File: config.mk
export PLATFORM = sky130hd
export DESIGN_NAME = hello_world_top
export DESIGN_NICKNAME = d
export VERILOG_FILES = /design/src/rtl/hello_pkg.sv /design/src/rtl/pcis_req_slice.sv /design/src/rtl/pcis_slave_fsm.sv /design/src/rtl/cfg_reg_block.sv /design/src/rtl/hello_world_top.sv
export VERILOG_INCLUDE_DIRS = /design/src /design/src/include
export SDC_FILE = /design/constraint.sdc
export NUM_CORES = 1
export LEC_CHECK = 0
export BUFFER_PORTS_ARGS = -buffer_cell sky130_fd_sc_hd__buf_2
export CAP_MARGIN = 5
export CORE_MARGIN = 3
export CORE_UTILIZATION = 35
export DETAILED_ROUTE_END_ITERATION = 8
export HOLD_SLACK_MARGIN = 0.02
export PLACE_DENSITY = 0.69
export SETUP_SLACK_MARGIN = 0.2
export SLEW_MARGIN = 40
export SYNTH_ARGS = -nofsm -noshare
export SYNTH_HDL_FRONTEND = slang
export SYNTH_SLANG_ARGS = --single-unit
File: constraint.sdc
create_clock -name clk_main_a0 -period 5.3 [get_ports clk_main_a0]
set_clock_uncertainty 0.1 [all_clocks]
set_input_delay 0.795 -clock clk_main_a0 [delete_from_list [all_inputs] [get_ports clk_main_a0]]
set_output_delay 0.795 -clock clk_main_a0 [all_outputs]
set_load 0.03 [all_outputs]
File: src/include/hello_defs.svh
`ifndef HELLO_DEFS_SVH
`define HELLO_DEFS_SVH

// Host bus widths
`define DATA_WIDTH      128
`define STRB_WIDTH      16
`define ADDR_WIDTH      32
`define ID_WIDTH        5

// Register access
`define WORD_WIDTH      32
`define CFG_ADDR_WIDTH  8

// --------------------------------------------------
// Register map
// --------------------------------------------------
`define HELLO_OFFS      8'h00

// Value returned for offsets with no register behind them
`define UNMAPPED_RDATA  32'hFFFF_FFFF

`endif

File: src/rtl/hello_pkg.sv
`default_nettype none

`include "hello_defs.svh"

package hello_pkg;

   // Bus fields
   typedef logic [`DATA_WIDTH-1:0]     data_bus_t;
   typedef logic [`STRB_WIDTH-1:0]     strb_t;
   typedef logic [`ADDR_WIDTH-1:0]     addr_t;
   typedef logic [`ID_WIDTH-1:0]       id_t;

   // Register side
   typedef logic [`WORD_WIDTH-1:0]     word_t;
   typedef logic [`CFG_ADDR_WIDTH-1:0] cfg_addr_t;

   // Slave FSM states
   typedef enum logic [1:0] {
      SLV_IDLE    = 2'd0,
      SLV_WR_ADDR = 2'd1,
      SLV_CYC     = 2'd2,
      SLV_RESP    = 2'd3
   } slv_state_t;

endpackage

`default_nettype wire

File: src/rtl/pcis_req_slice.sv
`default_nettype none

module pcis_req_slice
(
   input  logic                 clk_main_a0,
   input  logic                 rst_main_n,

   // Write address
   input  hello_pkg::id_t       awid,
   input  hello_pkg::addr_t     awaddr,
   input  logic                 awvalid,
   output logic                 awready,
   output hello_pkg::id_t       awid_q,
   output hello_pkg::addr_t     awaddr_q,
   output logic                 awvalid_q,
   input  logic                 awready_q,

   // Write data
   input  hello_pkg::data_bus_t wdata,
   input  hello_pkg::strb_t     wstrb,
   input  logic                 wvalid,
   output logic                 wready,
   output hello_pkg::data_bus_t wdata_q,
   output hello_pkg::strb_t     wstrb_q,
   output logic                 wvalid_q,
   input  logic                 wready_q,

   // Read address
   input  hello_pkg::id_t       arid,
   input  hello_pkg::addr_t     araddr,
   input  logic                 arvalid,
   output logic                 arready,
   output hello_pkg::id_t       arid_q,
   output hello_pkg::addr_t     araddr_q,
   output logic                 arvalid_q,
   input  logic                 arready_q
);

   // Channel order in the flag vectors: [2] read addr, [1] write data, [0] write addr
   logic [2:0] in_valid;
   logic [2:0] in_ready;
   logic [2:0] out_ready;
   logic [2:0] full;
   logic [2:0] load;

   assign in_valid  = {arvalid, wvalid, awvalid};
   assign out_ready = {arready_q, wready_q, awready_q};

   // Room when empty or when the entry drains this cycle
   assign in_ready  = ~full | out_ready;
   assign load      = in_valid & in_ready;

   assign {arready, wready, awready}       = in_ready;
   assign {arvalid_q, wvalid_q, awvalid_q} = full;

   //--------------------------------------------------
   // Full flags
   //--------------------------------------------------
   always_ff @(posedge clk_main_a0)
      if (!rst_main_n)
         full <= '0;
      else
         full <= load | (full & ~out_ready);

   // Held payload, loaded on each accepted beat
   always_ff @(posedge clk_main_a0)
   begin
      if (load[0])
      begin
         awid_q   <= awid;
         awaddr_q <= awaddr;
      end
      if (load[1])
      begin
         wdata_q  <= wdata;
         wstrb_q  <= wstrb;
      end
      if (load[2])
      begin
         arid_q   <= arid;
         araddr_q <= araddr;
      end
   end

endmodule

`default_nettype wire

File: src/rtl/pcis_slave_fsm.sv
`default_nettype none

`include "hello_defs.svh"

module pcis_slave_fsm
(
   input  logic                 clk_main_a0,
   input  logic                 rst_main_n,

   // Requests from the slice
   input  hello_pkg::id_t       awid_q,
   input  hello_pkg::addr_t     awaddr_q,
   input  logic                 awvalid_q,
   input  hello_pkg::data_bus_t wdata_q,
   input  logic                 wvalid_q,
   input  hello_pkg::id_t       arid_q,
   input  hello_pkg::addr_t     araddr_q,
   input  logic                 arvalid_q,
   output logic                 awready_q,
   output logic                 wready_q,
   output logic                 arready_q,

   // Write response
   output hello_pkg::id_t       bid,
   output logic [1:0]           bresp,
   output logic                 bvalid,
   input  logic                 bready,

   // Read response
   output hello_pkg::id_t       rid,
   output hello_pkg::data_bus_t rdata,
   output logic [1:0]           rresp,
   output logic                 rlast,
   output logic                 rvalid,
   input  logic                 rready,

   // Configuration block
   output hello_pkg::cfg_addr_t cfg_addr,
   output hello_pkg::word_t     cfg_wdata,
   output logic                 cfg_wr,
   output logic                 cfg_rd,
   input  logic                 cfg_ack,
   input  hello_pkg::word_t     cfg_rdata
);

   import hello_pkg::*;

   localparam logic [1:0] RESP_OKAY = 2'b00;

   slv_state_t slv_state;
   slv_state_t slv_state_nxt;

   logic       slv_cyc_wr;
   logic       slv_did_req;
   logic       slv_issue;
   logic       slv_req_valid;
   logic       slv_rsp_ready;
   addr_t      req_wr_addr;
   addr_t      req_rd_addr;
   id_t        req_wr_id;
   id_t        req_rd_id;
   addr_t      mx_addr;
   word_t      wr_lane;
   word_t      slv_rdata;

   // Write data is needed only for a write cycle
   assign slv_req_valid = slv_cyc_wr ? wvalid_q : 1'b1;
   assign slv_rsp_ready = slv_cyc_wr ? bready : rready;
   assign mx_addr       = slv_cyc_wr ? req_wr_addr : req_rd_addr;
   assign wr_lane       = wdata_q[req_wr_addr[3:2]*`WORD_WIDTH +: `WORD_WIDTH];

   // Capture both channels in idle; write wins
   always_ff @(posedge clk_main_a0)
      if (slv_state == SLV_IDLE)
      begin
         req_wr_addr <= awaddr_q;
         req_wr_id   <= awid_q;
         req_rd_addr <= araddr_q;
         req_rd_id   <= arid_q;
      end

   //--------------------------------------------------
   // State machine
   //--------------------------------------------------
   always_comb
   begin
      slv_state_nxt = slv_state;
      case (slv_state)
         SLV_IDLE:
            if (awvalid_q)
               slv_state_nxt = SLV_WR_ADDR;
            else if (arvalid_q)
               slv_state_nxt = SLV_CYC;
         SLV_WR_ADDR:
            slv_state_nxt = SLV_CYC;
         SLV_CYC:
            if (cfg_ack)
               slv_state_nxt = SLV_RESP;
         SLV_RESP:
            if (slv_rsp_ready)
               slv_state_nxt = SLV_IDLE;
         default:
            slv_state_nxt = SLV_IDLE;
      endcase
   end

   // One strobe per access
   assign slv_issue = (slv_state == SLV_CYC) && slv_req_valid && !slv_did_req;

   always_ff @(posedge clk_main_a0)
      if (!rst_main_n)
      begin
         slv_state   <= SLV_IDLE;
         slv_cyc_wr  <= 1'b0;
         slv_did_req <= 1'b0;
         cfg_wr      <= 1'b0;
         cfg_rd      <= 1'b0;
         awready_q   <= 1'b0;
         wready_q    <= 1'b0;
         arready_q   <= 1'b0;
      end
      else
      begin
         slv_state   <= slv_state_nxt;
         if (slv_state == SLV_IDLE)
            slv_cyc_wr <= awvalid_q;
         slv_did_req <= (slv_state != SLV_IDLE) && (slv_did_req || slv_issue);
         cfg_wr      <= slv_issue && slv_cyc_wr;
         cfg_rd      <= slv_issue && !slv_cyc_wr;
         // Ready pulses back to the slice
         awready_q   <= (slv_state == SLV_IDLE) && (slv_state_nxt == SLV_WR_ADDR);
         wready_q    <= (slv_state == SLV_CYC) && (slv_state_nxt != SLV_CYC) && slv_cyc_wr;
         arready_q   <= (slv_state == SLV_CYC) && (slv_state_nxt != SLV_CYC) && !slv_cyc_wr;
      end

   // Address and lane word, aligned with the strobe
   always_ff @(posedge clk_main_a0)
   begin
      cfg_addr  <= mx_addr[`CFG_ADDR_WIDTH-1:0];
      cfg_wdata <= wr_lane;
      if (cfg_ack)
         slv_rdata <= cfg_rdata;
   end

   //--------------------------------------------------
   // Responses
   //--------------------------------------------------
   assign bid    = req_wr_id;
   assign bresp  = RESP_OKAY;
   assign bvalid = (slv_state == SLV_RESP) && slv_cyc_wr;

   // Read word goes back in its own lane
   always_comb
   begin
      rdata = '0;
      rdata[req_rd_addr[3:2]*`WORD_WIDTH +: `WORD_WIDTH] = slv_rdata;
   end

   assign rid    = req_rd_id;
   assign rresp  = RESP_OKAY;
   assign rlast  = 1'b1;
   assign rvalid = (slv_state == SLV_RESP) && !slv_cyc_wr;

endmodule

`default_nettype wire

File: src/rtl/cfg_reg_block.sv
`default_nettype none

`include "hello_defs.svh"

module cfg_reg_block
(
   input  logic                 clk_main_a0,
   input  logic                 rst_main_n,
   input  hello_pkg::cfg_addr_t cfg_addr,
   input  hello_pkg::word_t     cfg_wdata,
   input  logic                 cfg_wr,
   input  logic                 cfg_rd,
   output logic                 cfg_ack,
   output hello_pkg::word_t     cfg_rdata
);

   import hello_pkg::*;

   logic      wr_stretch;
   logic      rd_stretch;
   cfg_addr_t addr_q;
   word_t     wdata_q;
   word_t     hello_world_q;

   //--------------------------------------------------
   // Command stretch and capture
   //--------------------------------------------------
   // Strobes are single pulses; hold them until the ack
   always_ff @(posedge clk_main_a0)
      if (!rst_main_n)
      begin
         wr_stretch <= 1'b0;
         rd_stretch <= 1'b0;
      end
      else
      begin
         wr_stretch <= cfg_wr || (wr_stretch && !cfg_ack);
         rd_stretch <= cfg_rd || (rd_stretch && !cfg_ack);
      end

   always_ff @(posedge clk_main_a0)
      if (cfg_wr || cfg_rd)
      begin
         addr_q  <= cfg_addr;
         wdata_q <= cfg_wdata;
      end

   // Hello World register
   always_ff @(posedge clk_main_a0)
      if (!rst_main_n)
         hello_world_q <= '0;
      else if (wr_stretch && (addr_q == `HELLO_OFFS))
         hello_world_q <= wdata_q;

   // Readback is byte-swapped at the Hello World offset
   always_ff @(posedge clk_main_a0)
      case (addr_q)
         `HELLO_OFFS:
            cfg_rdata <= {hello_world_q[7:0],   hello_world_q[15:8],
                          hello_world_q[23:16], hello_world_q[31:24]};
         default:
            cfg_rdata <= `UNMAPPED_RDATA;
      endcase

   // Single-cycle ack
   always_ff @(posedge clk_main_a0)
      if (!rst_main_n)
         cfg_ack <= 1'b0;
      else
         cfg_ack <= (wr_stretch || rd_stretch) && !cfg_ack;

endmodule

`default_nettype wire

File: src/rtl/hello_world_top.sv
`default_nettype none

module hello_world_top
(
   input  logic                 clk_main_a0,
   input  logic                 rst_main_n,

   // Request channels
   input  hello_pkg::id_t       awid,
   input  hello_pkg::addr_t     awaddr,
   input  logic                 awvalid,
   output logic                 awready,
   input  hello_pkg::data_bus_t wdata,
   input  hello_pkg::strb_t     wstrb,
   input  logic                 wvalid,
   output logic                 wready,
   input  hello_pkg::id_t       arid,
   input  hello_pkg::addr_t     araddr,
   input  logic                 arvalid,
   output logic                 arready,

   // Response channels
   output hello_pkg::id_t       bid,
   output logic [1:0]           bresp,
   output logic                 bvalid,
   input  logic                 bready,
   output hello_pkg::id_t       rid,
   output hello_pkg::data_bus_t rdata,
   output logic [1:0]           rresp,
   output logic                 rlast,
   output logic                 rvalid,
   input  logic                 rready
);

   // --------------------------------------------------
   // Slice to slave
   // --------------------------------------------------
   hello_pkg::id_t       awid_q;
   hello_pkg::addr_t     awaddr_q;
   logic                 awvalid_q;
   logic                 awready_q;
   hello_pkg::data_bus_t wdata_q;
   logic                 wvalid_q;
   logic                 wready_q;
   hello_pkg::id_t       arid_q;
   hello_pkg::addr_t     araddr_q;
   logic                 arvalid_q;
   logic                 arready_q;

   // Slave to configuration block
   hello_pkg::cfg_addr_t cfg_addr;
   hello_pkg::word_t     cfg_wdata;
   logic                 cfg_wr;
   logic                 cfg_rd;
   logic                 cfg_ack;
   hello_pkg::word_t     cfg_rdata;

   // Byte strobes stop at the slice; every write is a full word
   pcis_req_slice u_slice (.wstrb_q (), .*);

   pcis_slave_fsm u_slave (.*);

   cfg_reg_block  u_cfg   (.*);

endmodule

`default_nettype wire

Word level (Yosys, flattened, before mapping) --
Index checks and enable logic that the tools add are counted.
Storage, ports and cells: bits in registers 371, latch bits 0, bits in writable memories 0, bits in read-only memories 0, input bits 225, output and inout bits 148, logic and storage cells 78, memories kept 0
Cells by class: add/subtract/negate cells 1, multipliers 0, divide/modulo/power cells 0, order comparisons 0, eq/ne operators 5, shifts and indexed selects 3, muxes and demuxes 8, bitwise gates (word level) 7, reductions and logical operators 26
Operators by type and width (number):
- $and A128 B128 Y128 | 1
- $shift A32 B34 Y128 const A | 1
- $shiftx A128 B8 Y32 | 1
- $shiftx A32 B34 Y128 | 1
- $neg A7 Y34 | 1
- $logic_and A1 B1 Y1 | 15
- $logic_not A8 Y1 | 1
- $mux W2 | 4
- $mux W8 | 1
- $pmux W2 S4 | 1
- $and A3 B3 Y3 | 2
- $not A3 Y3 | 2
- $or A3 B3 Y3 | 2
- $logic_or A1 B1 Y1 | 5
- $eq A2 B1 Y1 const B | 2
- $eq A2 B2 Y1 const B | 2
- $logic_not A1 Y1 | 3
- $logic_not A2 Y1 | 1
- $mux W1 | 2
- $ne A2 B2 Y1 const B | 1
- $reduce_bool A2 Y1 | 1

Logic depth before layout (Yosys ltp) --
depth after elaboration 6, depth in mapped cells 5, depth with buffers taken out 4

Cells and area by module --
A second synthesis with hierarchy kept.
Unflattened totals: cell total of the unflattened synthesis 840, area, all modules 15011.9 um^2
By module, submodules not included:
- pcis_req_slice | times used 1, cells an instance 233, area each 6718.9 um^2
- pcis_slave_fsm | times used 1, cells an instance 344, area each 4802.1 um^2
- cfg_reg_block | times used 1, cells an instance 263, area each 3490.8 um^2

Least setup slack after synthesis --
OpenSTA, ideal clock, no wires.
kind input port to flip-flop, start input wvalid, end register u_slice.wdata_q[0], enable pin, setup time 0.502 ns, data arrival time 3.728 ns, required time 4.698 ns, setup slack 0.970 ns, stages 1, cell sequence and2_1
On the way: cells in the longest elaborated chain, start to end 1
RTL lines:
- from (decl) | RTL line hello_world_top.sv:15 | input logic wvalid,
- $and A3 B3 Y3 | RTL line pcis_req_slice.sv:51 | assign load = in_valid & in_ready;
- to (signal assigned) | RTL line pcis_req_slice.sv:75 | wdata_q <= wdata;
- to (decl) | RTL line pcis_req_slice.sv:23 | output hello_pkg::data_bus_t wdata_q,
Every way passes these cells. A chain may end at the register's enable or synchronous reset.

Worst setup path after layout --
start register u_slave.req_rd_addr[2], end output rdata[91]
On the way: cells in the longest elaborated chain, start to end 3
RTL lines:
- from (decl) | RTL line pcis_slave_fsm.sv:59 | addr_t req_rd_addr;
- from (signal assigned) | RTL line pcis_slave_fsm.sv:78 | req_rd_addr <= araddr_q;
- $neg A7 Y34 * | RTL line pcis_slave_fsm.sv:156 | rdata[req_rd_addr[3:2]*`WORD_WIDTH +: `WORD_WIDTH] = slv_rdata;
- $shiftx A32 B34 Y128 / $shift A32 B34 Y128 (equally long branches) | RTL line pcis_slave_fsm.sv:156
- $and A128 B128 Y128 (no line) *
- to (decl) | RTL line hello_world_top.sv:28 | output hello_pkg::data_bus_t rdata,
Mark *: on every way between the ends. The rest lies on a longest branch, timed or not.

==> qor.log <==
[route] total DRC errors in the routed layout 0
[finish] multi-input logic area 2765 um2
[finish] FILL cells 3177
[grt] residual overflow from global routing 0
[clocking] Worst-path clk slew 0.05 ns
[die] number of rows created at floorplan 69
[setup_path] critical path startpoint u_slave.req_rd_addr[2]$_DFFE_PN_
[clocking] buffers inserted during post-CTS setup optimization 0
[timing] FMAX 284.3 MHz
[synthesis] number of warnings printed during yosys synthesis 0
[setup_path] Worst setup endpoint rdata[91]
[worst_hold_path] hold crit path type reg2reg
[clocking] post-CTS sizing 0
[timing] final hold violation count 0
[grt] antenna violations before repair 2
[route] Met2 Routed Length 11280 um
[synthesis] Main synth FF type edfxtp_1
[finish] final core utilization 0.4473
[grt] largest net degree at the start of global routing 122
[route] routed wire length on met3 1432 um
[setup_path] arrival time of data at the critical path endpoint 2.62 ns
[placement] Final HPWL DP 17400 um
[route] number of iterations in the first detailed-routing pass 4
[synthesis] async set-or-reset flop fraction in the synthesized netlist 0
[route] uppermost metal layer occupied by signal nets met5
[finish] layout overhead on the synthesized area 24.47%
[setup_path] FF-to-FF setup slack 2.86 ns
[timing] endpoints failing setup 0
[synthesis] count of flip-flops with a built-in enable after synthesis 252
[grt] global-route wire length before repair 37890 um
[timing] final setup slack of the worst path 1.782 ns
[placement] Placed Instances 1507
[setup_path] Slowest cell on crit path edfxtp_1
[synthesis] share of synthesized area occupied by flip-flops and latches 0.7690
[finish] diodes inserted 0
[placement] worst setup timing slack at the placement stage 2.298 ns
[finish] post-route cell area 16100 um2
[placement] dpl cell area 14930 um2
[setup_path] launch point of the worst reg-to-reg path u_cfg.addr_q[0]$_DFFE_PP_
[clocking] post-cts hold buffer count 0
[synthesis] number of distinct standard cells referenced by the synthesized netlist 38
[timing] final-layout setup total negative slack 0 ns
[clocking] total number of H-tree levels 2
[setup_path] Critical Path Sink Type output port
[placement] final weighted congestion in routability-driven placement 0.7391
[die] starting density of the core 0.3594
[synthesis] Yosys reg bits 371
[pwr] static power due to leakage 0.006312 uW
[clocking] clk sinks 371
[die] die area 39310 um2
[clocking] buffer levels on the longest clock path 3
[die] Die Span X 198.3 um
[finish] most frequent cells in the layout buf_2, edfxtp_1, and2_1
[grt] number of global-route vias before repair 7002
[route] remaining number of nets flagged by the antenna check after routing 0
[finish] Storage cell area 9953 um2
[timing] Slew Viols, Final 0
[setup_path] worst stage delay on the critical path 0.50 ns
[timing] final critical path time including I/O delays and setup 3.518 ns
[setup_path] type of the worst setup path reg2out
[route] Via Count 6828
[placement] number of I/O port buffers 303
[run_status] status finished clean
[timing] worst slew pin tran 0.6936 ns
[timing] final cycle utilization of the critical path 0.6638
[finish] commonest non-fill, non-tap cell in the layout buf_2
[finish] Final nets 1314
[pwr] power density normalized to cell area 401.3 nW/um2
[synthesis] syn avg cell area 16.67 um2
[die] Core Box Area 36000 um2
[die] top-level I/O count 373
[timing] worst slew margin relative to its limit 0.5376
[clocking] root buf cell clkbuf_16
[route] DRC violation total after the first TritonRoute iteration 182
[setup_path] Max FO, Critical Path 32
[setup_path] cell chain of the critical path inv_1 -> ha_1 -> nor4bb_4 -> buf_4 -> and2_1 -> buf_2
[setup_path] Reg2Reg Capture Point u_cfg.hello_world_q[12]$_SDFFE_PN0P_
[route] per-cell routed wire length 15.56 um
[setup_path] type of element launching the critical path flip-flop
[synthesis] total standard cell area after synthesis 12940 um2
[pwr] Max rail drop VDD 0.3021 mV
[setup_path] Crit path required time 4.41 ns
[setup_path] depth of the worst register-to-register path 4
[route] final wirelength 24500 um
[timing] RSZ-0062 raised after global routing no
[clocking] clk_lat worst skew 0.52 ns
[route] mean number of vias per cell 4.335
[synthesis] Post-Syn Instances 776
[finish] Final Instance Count excl. Fillers 1575
[finish] share of layout cells above drive strength 1 0.3743
[clocking] cts bufs inserted 37
[die] overall die height 198.3 um
[clocking] clock tree from TritonCTS done
[route] Met1 Wirelength 11220 um
[flow_run] Max Cap Viol 0
[grt] GRT Overall Usage 0.1224
[registers in the layout, indices dropped and copies added (netlist names), 2 cells and up]
register	flops
u_slave.cfg_wdata	32
u_cfg.wdata_q	32
u_cfg.cfg_rdata	32
u_slave.slv_rdata	32
u_slice.arid_q	5
u_slice.wdata_q	128
u_slave.bid	5
u_cfg.hello_world_q	32
u_slice.araddr_q	8
u_slice.awaddr_q	8
u_cfg.addr_q	8
u_slice.awid_q	5
u_slave.req_wr_addr	8
u_slave.req_rd_addr	8
u_slice.full	3
u_slave.cfg_addr	8
u_slave.rid	5
u_slave.slv_state	2
[report_power, final]
part	internal (uW)	leakage [uW]	switching [uW]
clock network	1450	0.000571	1050
registers	3330	0.00332	79.3
logic	218	0.00242	347
[critical path, delay by kind of cell (launching register included)]
family        cells  cell delay (ns)
simple gates      2             0.49
buf+inv           3             0.68
flops             1             0.50
fa+ha+maj         1             0.41
[area by class of cell]
type                    instances  share of cell area
clock buffers                  56             0.06573
flip-flops and latches        371              0.6181
multi-input cells             353              0.1717
well taps                     461             0.03582
inverters                      10            0.002331
repair buffers                312             0.09914
clock inverters                12            0.007226
[logic make-up (layout without fill, tap and decap cells)]
group / Yosys count / after routing / share of synthesized area
buffers and inverters: 55 / 390 / 0.02098
adder cells (fa/ha/maj): 4 / 4 / 0.003868
other: 2 / 5 / 0.0005804
AO/OA/AOI/OAI: 15 / 15 / 0.007059
flip-flops: 371 / 371 / 0.7690
AND/OR/NAND/NOR: 258 / 258 / 0.1121
multiplexers: 71 / 71 / 0.08645
[metrics by stage]
step / hold slack, ns / total power (uW)
after floorplan: 0.2855 / 3820
after global placement: 0.2871 / 4033
after detailed placement: 0.2887 / 4050
after CTS: 0.3021 / 6568
after global routing: 0.3077 / 6749
final: 0.3014 / 6463
[cells in the mapped netlist (all sizes together), types with 6 or more instances]
cell	n	area (um2)
inv	9	33.78
mux4	32	720.7
dfxtp	119	2382
mux2	6	67.56
edfxtp	252	7567
clkbuf	31	116.4
nand2	69	259.0
buf	14	117.6
nor2	6	22.52
a21oi	8	40.04
or3	32	200.2
and2	131	819.5
mux2i	33	330.3
[worst min path at each step]
stage	start	end	slack [ns]	depth (start not counted)
final	u_slave.cfg_wdata[25]$_DFF_P_	u_cfg.wdata_q[25]$_DFFE_PP_	0.30	0
after global routing	u_cfg.cfg_rdata[3]$_SDFF_PP1_	u_slave.slv_rdata[3]$_DFFE_PP_	0.31	0
after CTS	u_slave.cfg_addr[2]$_DFF_P_	u_cfg.addr_q[2]$_DFFE_PP_	0.30	0
after detailed placement	u_slave.cfg_addr[2]$_DFF_P_	u_cfg.addr_q[2]$_DFFE_PP_	0.29	0
after global placement	u_cfg.cfg_rdata[12]$_SDFF_PP1_	u_slave.slv_rdata[12]$_DFFE_PP_	0.29	0
after floorplan	u_slave.cfg_addr[0]$_DFF_P_	u_cfg.addr_q[0]$_DFFE_PP_	0.29	0
[metal layers]
| layer | global-route usage | up-vias |
|---|---|---|
| met1 | 0.1672 | 3142 |
| met4 | 0.04142 | 4 |
| li1 | - | 3398 |
| met3 | 0.02365 | 48 |
| met5 | 0 | - |
| met2 | 0.1976 | 236 |
No activity file was read; power rests on OpenSTA's default activity.
